<file path="src/b13_macros.svh">
////////////////////////////////////////////////////////////
// global constants of the sensor link
// bit timing of the serial line and multiplexer channel count
////////////////////////////////////////////////////////////

`ifndef B13_MACROS_SVH
`define B13_MACROS_SVH

// clock cycles each line bit is held
// also used as the lead gap between an accepted send and the start bit
`define TX_BIT_CYCLES 106

// number of analog multiplexer channels
// channel counter wraps back to 0 after the last one
`define ACQ_CHANNELS 8

`endif

</file>
<file path="src/acq_pkg.sv">
////////////////////////////////////////////////////////////
// types for the acquisition side
// sequencer state encoding and channel number
////////////////////////////////////////////////////////////

package acq_pkg;

	// one state per step of the b13 converter sequence
	// encodings follow the b13 GPxxx numbering
	typedef enum logic [2:0] {
		// first enable of the mux after reset
		ACQ_MUX_ON   = 3'b000,
		// mux settling time
		ACQ_SETTLE   = 3'b001,
		// raise start of conversion
		ACQ_START    = 3'b010,
		// sample held until the transfer is released
		ACQ_HOLD     = 3'b011,
		// spare cycle after sample_ready rises
		ACQ_NOTIFY_W = 3'b100,
		// converter busy, wait for eoc low
		ACQ_CONVERT  = 3'b101,
		// byte strobe done, advance channel
		ACQ_STROBE   = 3'b110,
		// flag the sample to the transfer side
		ACQ_NOTIFY   = 3'b111
	} acq_state_t;

	// channel number as driven on canale
	typedef logic [3:0] channel_t;

endpackage

</file>
<file path="src/link_pkg.sv">
////////////////////////////////////////////////////////////
// types for the transfer and serial side
// controller states, frame bit position and data byte
////////////////////////////////////////////////////////////

package link_pkg;

	// two frames per sample then release of the sequencer
	typedef enum logic [2:0] {
		X_IDLE    = 3'b000,
		X_LOAD1   = 3'b001,
		X_SEND1   = 3'b010,
		X_WAIT1   = 3'b011,
		X_LOAD2   = 3'b100,
		X_SEND2   = 3'b101,
		X_WAIT2   = 3'b110,
		X_RELEASE = 3'b111
	} xfer_state_t;

	// next bit to put on the line
	// data bits are contiguous so the serializer can step them by one
	typedef enum logic [3:0] {
		FB_START = 4'b0001,
		FB_STOP  = 4'b0010,
		FB_BIT0  = 4'b0011,
		FB_BIT1  = 4'b0100,
		FB_BIT2  = 4'b0101,
		FB_BIT3  = 4'b0110,
		FB_BIT4  = 4'b0111,
		FB_BIT5  = 4'b1000,
		FB_BIT6  = 4'b1001,
		FB_BIT7  = 4'b1010
	} frame_bit_t;

	// one converted byte
	typedef logic [7:0] data_byte_t;

endpackage

</file>
<file path="src/acq_sequencer.sv">
////////////////////////////////////////////////////////////
// acquisition sequencer
// drives the adc handshake and the input mux enable
// steps canale through the channels and flags each sample
////////////////////////////////////////////////////////////

`timescale 1ns/10ps

`include "b13_macros.svh"

module acq_sequencer (
	input  logic              clock,
	input  logic              rst_n,
	input  logic              eoc,
	input  logic              xfer_done,
	output logic              soc,
	output logic              load_dato,
	output logic              mux_en,
	output logic              sample_ready,
	output acq_pkg::channel_t canale
);

	acq_pkg::acq_state_t state;
	acq_pkg::channel_t   next_canale;

	// channel counter wraps modulo the channel count
	always_comb begin
		if (canale == acq_pkg::channel_t'(`ACQ_CHANNELS - 1)) begin
			next_canale = '0;
		end else begin
			next_canale = canale + acq_pkg::channel_t'(1);
		end
	end

	always_ff @(posedge clock) begin
		if (!rst_n) begin
			state        <= acq_pkg::ACQ_MUX_ON;
			soc          <= 1'b0;
			load_dato    <= 1'b0;
			mux_en       <= 1'b0;
			sample_ready <= 1'b0;
			canale       <= '0;
		end else begin
			case (state)
				acq_pkg::ACQ_MUX_ON: begin
					mux_en <= 1'b1;
					state  <= acq_pkg::ACQ_SETTLE;
				end
				// one idle cycle lets the mux output settle
				acq_pkg::ACQ_SETTLE: begin
					state <= acq_pkg::ACQ_START;
				end
				acq_pkg::ACQ_START: begin
					soc   <= 1'b1;
					state <= acq_pkg::ACQ_CONVERT;
				end
				// eoc high means the converter is still busy
				acq_pkg::ACQ_CONVERT: begin
					if (!eoc) begin
						load_dato <= 1'b1;
						mux_en    <= 1'b0;
						state     <= acq_pkg::ACQ_STROBE;
					end
				end
				acq_pkg::ACQ_STROBE: begin
					load_dato <= 1'b0;
					soc       <= 1'b0;
					canale    <= next_canale;
					state     <= acq_pkg::ACQ_NOTIFY;
				end
				acq_pkg::ACQ_NOTIFY: begin
					sample_ready <= 1'b1;
					state        <= acq_pkg::ACQ_NOTIFY_W;
				end
				acq_pkg::ACQ_NOTIFY_W: begin
					state <= acq_pkg::ACQ_HOLD;
				end
				// hold the sample until both frames are out
				// mux is enabled right away for the next conversion
				acq_pkg::ACQ_HOLD: begin
					if (xfer_done) begin
						sample_ready <= 1'b0;
						mux_en       <= 1'b1;
						state        <= acq_pkg::ACQ_SETTLE;
					end
				end
			endcase
		end
	end

	// byte strobe falls inside the conversion window and soc drops after it
	a_strobe_in_conv: assert property (@(posedge clock) disable iff (!rst_n)
		load_dato |-> soc ##1 (!soc && !load_dato));

	// channel only moves right after a strobe and never leaves the range
	a_channel_step: assert property (@(posedge clock) disable iff (!rst_n)
		$changed(canale) |-> $past(load_dato) && (canale < `ACQ_CHANNELS));

endmodule

</file>
<file path="src/frame_transmitter.sv">
////////////////////////////////////////////////////////////
// serial frame transmitter
// byte buffer with full flag, dsr check and error flag
// bit serializer for start, msb first data and stop
////////////////////////////////////////////////////////////

`timescale 1ns/10ps

`include "b13_macros.svh"

module frame_transmitter (
	input  logic                 clock,
	input  logic                 rst_n,
	input  logic                 load,
	input  logic                 send,
	input  logic                 dsr,
	input  link_pkg::data_byte_t data_in,
	output logic                 data_out,
	output logic                 error,
	output logic                 frame_done
);

	localparam int CNT_W = $clog2(`TX_BIT_CYCLES);

	link_pkg::data_byte_t out_reg;
	link_pkg::data_byte_t shift_reg;
	link_pkg::frame_bit_t next_bit;
	link_pkg::frame_bit_t bit_after;
	logic [CNT_W-1:0]     tx_cnt;
	logic                 buf_full;
	logic                 send_en;
	logic                 last_bit;
	logic                 tick;
	logic                 accept;
	logic                 line_bit;
	logic                 is_data;

	// a send needs a full buffer and the receiver ready
	assign accept = send && buf_full && dsr;
	// end of one bit period
	assign tick   = send_en && (tx_cnt == CNT_W'(`TX_BIT_CYCLES - 1));

	// line level and successor of the next bit to go out
	always_comb begin
		line_bit  = 1'b1;
		bit_after = link_pkg::FB_START;
		is_data   = 1'b0;
		case (next_bit)
			link_pkg::FB_START: begin
				line_bit  = 1'b0;
				bit_after = link_pkg::FB_BIT0;
			end
			link_pkg::FB_BIT0, link_pkg::FB_BIT1, link_pkg::FB_BIT2,
			link_pkg::FB_BIT3, link_pkg::FB_BIT4, link_pkg::FB_BIT5,
			link_pkg::FB_BIT6: begin
				line_bit  = shift_reg[7];
				is_data   = 1'b1;
				bit_after = link_pkg::frame_bit_t'(next_bit + 4'd1);
			end
			link_pkg::FB_BIT7: begin
				line_bit  = shift_reg[7];
				is_data   = 1'b1;
				bit_after = link_pkg::FB_STOP;
			end
			default: begin
				line_bit  = 1'b1;
				bit_after = link_pkg::FB_START;
			end
		endcase
	end

	// buffer state and error flag
	always_ff @(posedge clock) begin
		if (!rst_n) begin
			buf_full <= 1'b0;
			error    <= 1'b0;
		end else begin
			if (load) begin
				// a load into a full buffer is lost
				error    <= buf_full;
				buf_full <= 1'b1;
			end else if (send) begin
				error <= !accept;
			end
			// buffer frees when the frame ends, sent or refused
			if ((send && !accept) || (tick && last_bit)) begin
				buf_full <= 1'b0;
			end
		end
	end

	always_ff @(posedge clock) begin
		if (load && !buf_full) begin
			out_reg <= data_in;
		end
		// msb goes first so shift left after each data bit
		if (accept) begin
			shift_reg <= out_reg;
		end else if (tick && !last_bit && is_data) begin
			shift_reg <= {shift_reg[6:0], 1'b0};
		end
	end

	// bit timing and line driver
	always_ff @(posedge clock) begin
		if (!rst_n) begin
			send_en    <= 1'b0;
			last_bit   <= 1'b0;
			tx_cnt     <= '0;
			next_bit   <= link_pkg::FB_START;
			data_out   <= 1'b1;
			frame_done <= 1'b0;
		end else begin
			// a refused send ends its frame at once
			frame_done <= send && !accept;
			if (accept) begin
				send_en  <= 1'b1;
				last_bit <= 1'b0;
				tx_cnt   <= '0;
				next_bit <= link_pkg::FB_START;
			end else if (tick) begin
				tx_cnt <= '0;
				if (last_bit) begin
					// stop bit has been held a full period
					send_en    <= 1'b0;
					last_bit   <= 1'b0;
					frame_done <= 1'b1;
				end else begin
					data_out <= line_bit;
					next_bit <= bit_after;
					last_bit <= (next_bit == link_pkg::FB_STOP);
				end
			end else if (send_en) begin
				tx_cnt <= tx_cnt + 1'b1;
			end
		end
	end

	a_no_error_in_frame: assert property (@(posedge clock) disable iff (!rst_n)
		!(error && send_en));

	// frame_done follows either a refused send or the end of the stop bit
	a_frame_done_cause: assert property (@(posedge clock) disable iff (!rst_n)
		frame_done |-> ($past(send) && error) || ($past(last_bit) && !send_en));

endmodule

</file>
<file path="src/sensor_link_top.sv">
////////////////////////////////////////////////////////////
// sensor link top level
// acquisition sequencer, transfer controller, frame transmitter
////////////////////////////////////////////////////////////

`timescale 1ns/10ps

module sensor_link_top (
	input  logic                 clock,
	input  logic                 rst_n,
	input  logic                 eoc,
	input  logic                 dsr,
	input  link_pkg::data_byte_t data_in,
	output logic                 soc,
	output logic                 load_dato,
	output logic                 mux_en,
	output logic                 add_mpx2,
	output logic                 error,
	output logic                 data_out,
	output acq_pkg::channel_t    canale
);

	// sequencer to controller handshake
	logic sample_ready;
	logic xfer_done;
	// controller to transmitter strobes
	logic load;
	logic send;
	logic frame_done;

	acq_sequencer i_acq_sequencer (
		.clock        (clock),
		.rst_n        (rst_n),
		.eoc          (eoc),
		.xfer_done    (xfer_done),
		.soc          (soc),
		.load_dato    (load_dato),
		.mux_en       (mux_en),
		.sample_ready (sample_ready),
		.canale       (canale)
	);

	transfer_controller i_transfer_controller (
		.clock        (clock),
		.rst_n        (rst_n),
		.sample_ready (sample_ready),
		.frame_done   (frame_done),
		.load         (load),
		.send         (send),
		.add_mpx2     (add_mpx2),
		.xfer_done    (xfer_done)
	);

	frame_transmitter i_frame_transmitter (
		.clock      (clock),
		.rst_n      (rst_n),
		.load       (load),
		.send       (send),
		.dsr        (dsr),
		.data_in    (data_in),
		.data_out   (data_out),
		.error      (error),
		.frame_done (frame_done)
	);

endmodule

</file>
<file path="src/transfer_controller.sv">
////////////////////////////////////////////////////////////
// transfer controller
// two frames per sample with add_mpx2 selecting the byte
// load and send strobes and release of the sequencer
////////////////////////////////////////////////////////////

`timescale 1ns/10ps

module transfer_controller (
	input  logic clock,
	input  logic rst_n,
	input  logic sample_ready,
	input  logic frame_done,
	output logic load,
	output logic send,
	output logic add_mpx2,
	output logic xfer_done
);

	link_pkg::xfer_state_t state;

	always_ff @(posedge clock) begin
		if (!rst_n) begin
			state    <= link_pkg::X_IDLE;
			add_mpx2 <= 1'b0;
		end else begin
			case (state)
				link_pkg::X_IDLE: begin
					if (sample_ready) begin
						state <= link_pkg::X_LOAD1;
					end
				end
				link_pkg::X_LOAD1: begin
					state <= link_pkg::X_SEND1;
				end
				link_pkg::X_SEND1: begin
					state <= link_pkg::X_WAIT1;
				end
				// switch to the second mux byte once frame one is over
				link_pkg::X_WAIT1: begin
					if (frame_done) begin
						add_mpx2 <= 1'b1;
						state    <= link_pkg::X_LOAD2;
					end
				end
				link_pkg::X_LOAD2: begin
					state <= link_pkg::X_SEND2;
				end
				link_pkg::X_SEND2: begin
					state <= link_pkg::X_WAIT2;
				end
				link_pkg::X_WAIT2: begin
					if (frame_done) begin
						add_mpx2 <= 1'b0;
						state    <= link_pkg::X_RELEASE;
					end
				end
				// sequencer clears sample_ready on this pulse
				link_pkg::X_RELEASE: begin
					state <= link_pkg::X_IDLE;
				end
			endcase
		end
	end

	// strobes decoded from the state
	assign load = (state == link_pkg::X_LOAD1) || (state == link_pkg::X_LOAD2);
	assign send = (state == link_pkg::X_SEND1) || (state == link_pkg::X_SEND2);
	assign xfer_done = (state == link_pkg::X_RELEASE);

	// send always comes right behind its load
	a_load_then_send: assert property (@(posedge clock) disable iff (!rst_n)
		load |-> !send ##1 (send && !load));

	// release only a sample the sequencer is still holding
	a_release_held: assert property (@(posedge clock) disable iff (!rst_n)
		xfer_done |-> sample_ready);

endmodule

</file>
<file path="config.mk">
export PLATFORM = sky130hd
export DESIGN_NAME = sensor_link_top
export DESIGN_NICKNAME = d
export VERILOG_FILES = /design/src/acq_pkg.sv /design/src/link_pkg.sv /design/src/acq_sequencer.sv /design/src/frame_transmitter.sv /design/src/sensor_link_top.sv /design/src/transfer_controller.sv
export VERILOG_INCLUDE_DIRS = /design/src
export SDC_FILE = /design/constraint.sdc
export NUM_CORES = 1
export LEC_CHECK = 0
export BUFFER_PORTS_ARGS = -buffer_cell sky130_fd_sc_hd__buf_2
export CAP_MARGIN = 20
export CORE_UTILIZATION = 43
export DETAILED_ROUTE_END_ITERATION = 10
export SKIP_CTS_REPAIR_TIMING = 1
export SYNTH_ARGS = -nofsm -noshare
export SYNTH_HDL_FRONTEND = slang
export SYNTH_SLANG_ARGS = --single-unit
</file>
<file path="constraint.sdc">
create_clock -name clock -period 1.9 [get_ports clock]
set_input_delay 0.095 -clock clock [delete_from_list [all_inputs] [get_ports clock]]
set_output_delay 0.095 -clock clock [all_outputs]
set_load 0.02 [all_outputs]
</file>
==> results_dict.tcl <==
set metrics [dict create \
    status "complete, no violations" \
    vias_per_cell 5.12 \
    synthTopCellsByArea "dfxtp_1, edfxtp_1, mux2_4" \
    drive_above_1_share_pct 21.1 \
    setup_viol 0 \
    path_max_fanout 6 \
    ir_worst_vdd_v 0.000470 \
    utilization_pct 52.1 \
    cts.sink_count 48 \
    ys_seq_elements 48 \
    netlist_top_cells_count "dfxtp_1, nor2_1, nand2_1" \
    total_power_w 0.00192 \
    cap_viol_max_count 0 \
    skew_ns 0.0118 \
    io_pins 22 \
    slowest_delay_ns 0.39 \
    grt_pass1_vias 1507 \
    coreArea_mm2 0.00511 \
    ff2ff_path_depth 7 \
    wl_mm 4.16 \
    power_density_mw_per_mm2 721 \
    hp-class "in -> reg" \
    crit_buf_inv 2 \
    whs_path_depth 2 \
    die-area_mm2 0.00558 \
    drtPass1Iterations 4 \
    netlist_instances 221 \
    worst_setup_path_end_kind "flip-flop" \
    fmax_ghz 0.563 \
    nets 274 \
    synth_edf_count 16 \
    drc 0 \
    pwr-share-clk_pct 39.2 \
    path_delay_family "compound AO/OA/AOI/OAI gates" \
    fillers 485 \
    p_int_w 0.00151 \
    clk_latency_ns 0.30 \
    yosys_warnings 0 \
    final-seq-area_mm2 0.00112 \
    grt_max_degree 17 \
    drt-initial-drc-count 73 \
    arrival_ns 1.97 \
    clkTransAtPathRegs_ns 0.10 \
    ant_nets 0 \
    required_ns 2.09 \
    die_h_um 74.7 \
    async_reset_ff_share_pct 0 \
    cts_tree "done" \
    clock_path_buffers 2 \
    num_antenna_cells 0 \
    syn_nets 240 \
    switchingPower_w 0.000414 \
    worst_pin_slew_ns 0.482 \
    synth_area_leader_cell "dfxtp_1" \
    ys_types 53 \
    worstSetupPathDepth 7 \
    grt_pass1_wl_mm 7.06 \
    htree_levels 2 \
    cp-start-kind "flip-flop" \
    gp_congestion 0.809 \
    gr-total-overflow 0 \
    hpwl_mm 2.89 \
    relSlewSlack_pct 67.8 \
    synth_top_area_share_pct 28.2 \
    slew_violations 0 \
    critPathSlowestCell "dfxtp_2" \
    vias 1669 \
    power.share.switching_pct 21.5 \
    track_usage_pct 16.7 \
    multi_input_area_mm2 0.00105 \
    cts_buffers 5 \
    clock-root-buffer "clkbuf_8" \
    wire_per_inst_um 12.8 \
    period_minus_slack_ns 1.77 \
    die-width_um 74.7 \
    rsz0062_at_grt "true" \
    pwr-share-seq_pct 56.5 \
    netlist_area_mm2 0.00227 \
    cp_cell_sequence "inv_1, ha_1, nor4_2, buf_4, a211oi_2, a222oi_1, a211oi_1" \
    combPwrFrac_pct 4.3 \
    syn_area_per_cell_um2 10.3 \
    cellLeakagePower_nw 1.01 \
    hold_viol 0 \
    antenna_found_initial 0 \
    synth_most_common_cell "dfxtp_1" \
    crit_type "reg -> reg" \
    seq_area_frac_synth_pct 49.4 \
    syn2layout_area_growth_pct 17.2 \
    ys.flop_type "dfxtp_1" \
    num_rows 26 \
    fin_crit_sh_pct 93.4 \
    initial_core_util_pct 44.5 \
    portBuffers 21 \
]
[kinds of logic after synthesis]
group / after synthesis / synth area share (%)
buffers and inverters: 19 / 4.30
adders and majority gates: 7 / 3.86
and+or+nand+nor: 85 / 20.3
muxes: 8 / 5.07
AOI/OAI and AO/OA: 46 / 14.1
DFF: 48 / 49.4
xor gates and xnor gates: 8 / 3.09
[cell usage in the layout, fill, tap and decap left out, types with 3 or more instances in the layout]
cell type	instances
o21ai_0	9
nor2_1	26
dlygate4sd3_1	8
nand4b_1	4
a211oi_1	4
a21oi_1	13
nand3_1	4
buf_2	21
dfxtp_1	31
a2bb2oi_1	3
inv_1	8
xor2_1	5
nand2_1	19
mux2_4	7
edfxtp_1	16
nor3_1	4
buf_4	9
nand3b_1	3
xnor2_1	3
clkbuf_8	5
nand2b_1	6
o21bai_1	3
ha_1	7
[worst register-to-register path, stage by stage, from the launching register on]
cell and delay, ns:
dfxtp_2 0.39, inv_1 0.07, ha_1 0.25, nor4_2 0.34, buf_4 0.19, a211oi_2 0.05
a222oi_1 0.25, a211oi_1 0.12
[cell type report]
cell class,instances,area share [%]
clock buffers,5,2.58
clock inverters,3,1.74
inverters,8,1.13
multi-input cells,154,39.6
flip-flops and latches,48,42.2
well taps,70,3.29
repair buffers,38,9.49
[worst paths after layout]
check,end,start,slack (ns)
max,i_frame_transmitter.next_bit[1]$_SDFFE_PP0P_,i_frame_transmitter.next_bit[0]$_SDFFE_PP1P_,0.13
min reg2reg,i_transfer_controller.add_mpx2$_SDFFE_PN0P_,i_transfer_controller.add_mpx2$_SDFFE_PN0P_,0.47
min,i_frame_transmitter.data_out$_SDFFE_PN1P_,rst_n,0.05
max reg2reg,i_frame_transmitter.next_bit[1]$_SDFFE_PP0P_,i_frame_transmitter.next_bit[0]$_SDFFE_PP1P_,0.13
[power groups by stage]
stage                     registers (W)   logic, W  clock network (W)
after global placement          0.00111  0.0000700                  0
after floorplan                 0.00110  0.0000456                  0
after detailed placement        0.00111  0.0000707                  0
after global routing            0.00109  0.0000929           0.000816
final                           0.00108  0.0000827           0.000753
after CTS                       0.00108  0.0000713           0.000779
[layer usage]
| layer | GRT usage (%) | up-vias | wire (um) |
|---|---|---|---|
| met5 | 0 | - | 0 |
| met4 | 5.03 | 0 | 29 |
| met3 | 4.02 | 5 | 155 |
| met2 | 26.3 | 25 | 1910 |
| met1 | 22.7 | 775 | 2070 |
| li1 | - | 864 | - |
[through the flow]
| stage | cells | setup WS, ns | setup TNS [ns] | instance area, um2 | hold slack (ns) |
|---|---|---|---|---|---|
| floorplan | 221 | 0.0949 | 0 | 2270 | 0.173 |
| global placement | 310 | 0.0888 | 0 | 2460 | 0.272 |
| detailed placement | 310 | 0.0374 | 0 | 2460 | 0.274 |
| CTS | 318 | -0.00798 | -0.0576 | 2580 | -0.0446 |
| global route | 326 | -0.0660 | -0.0660 | 2660 | 0.0528 |
| finish | 326 | 0.125 | 0 | 2660 | 0.0509 |
(Power assumes the default switching activity.)
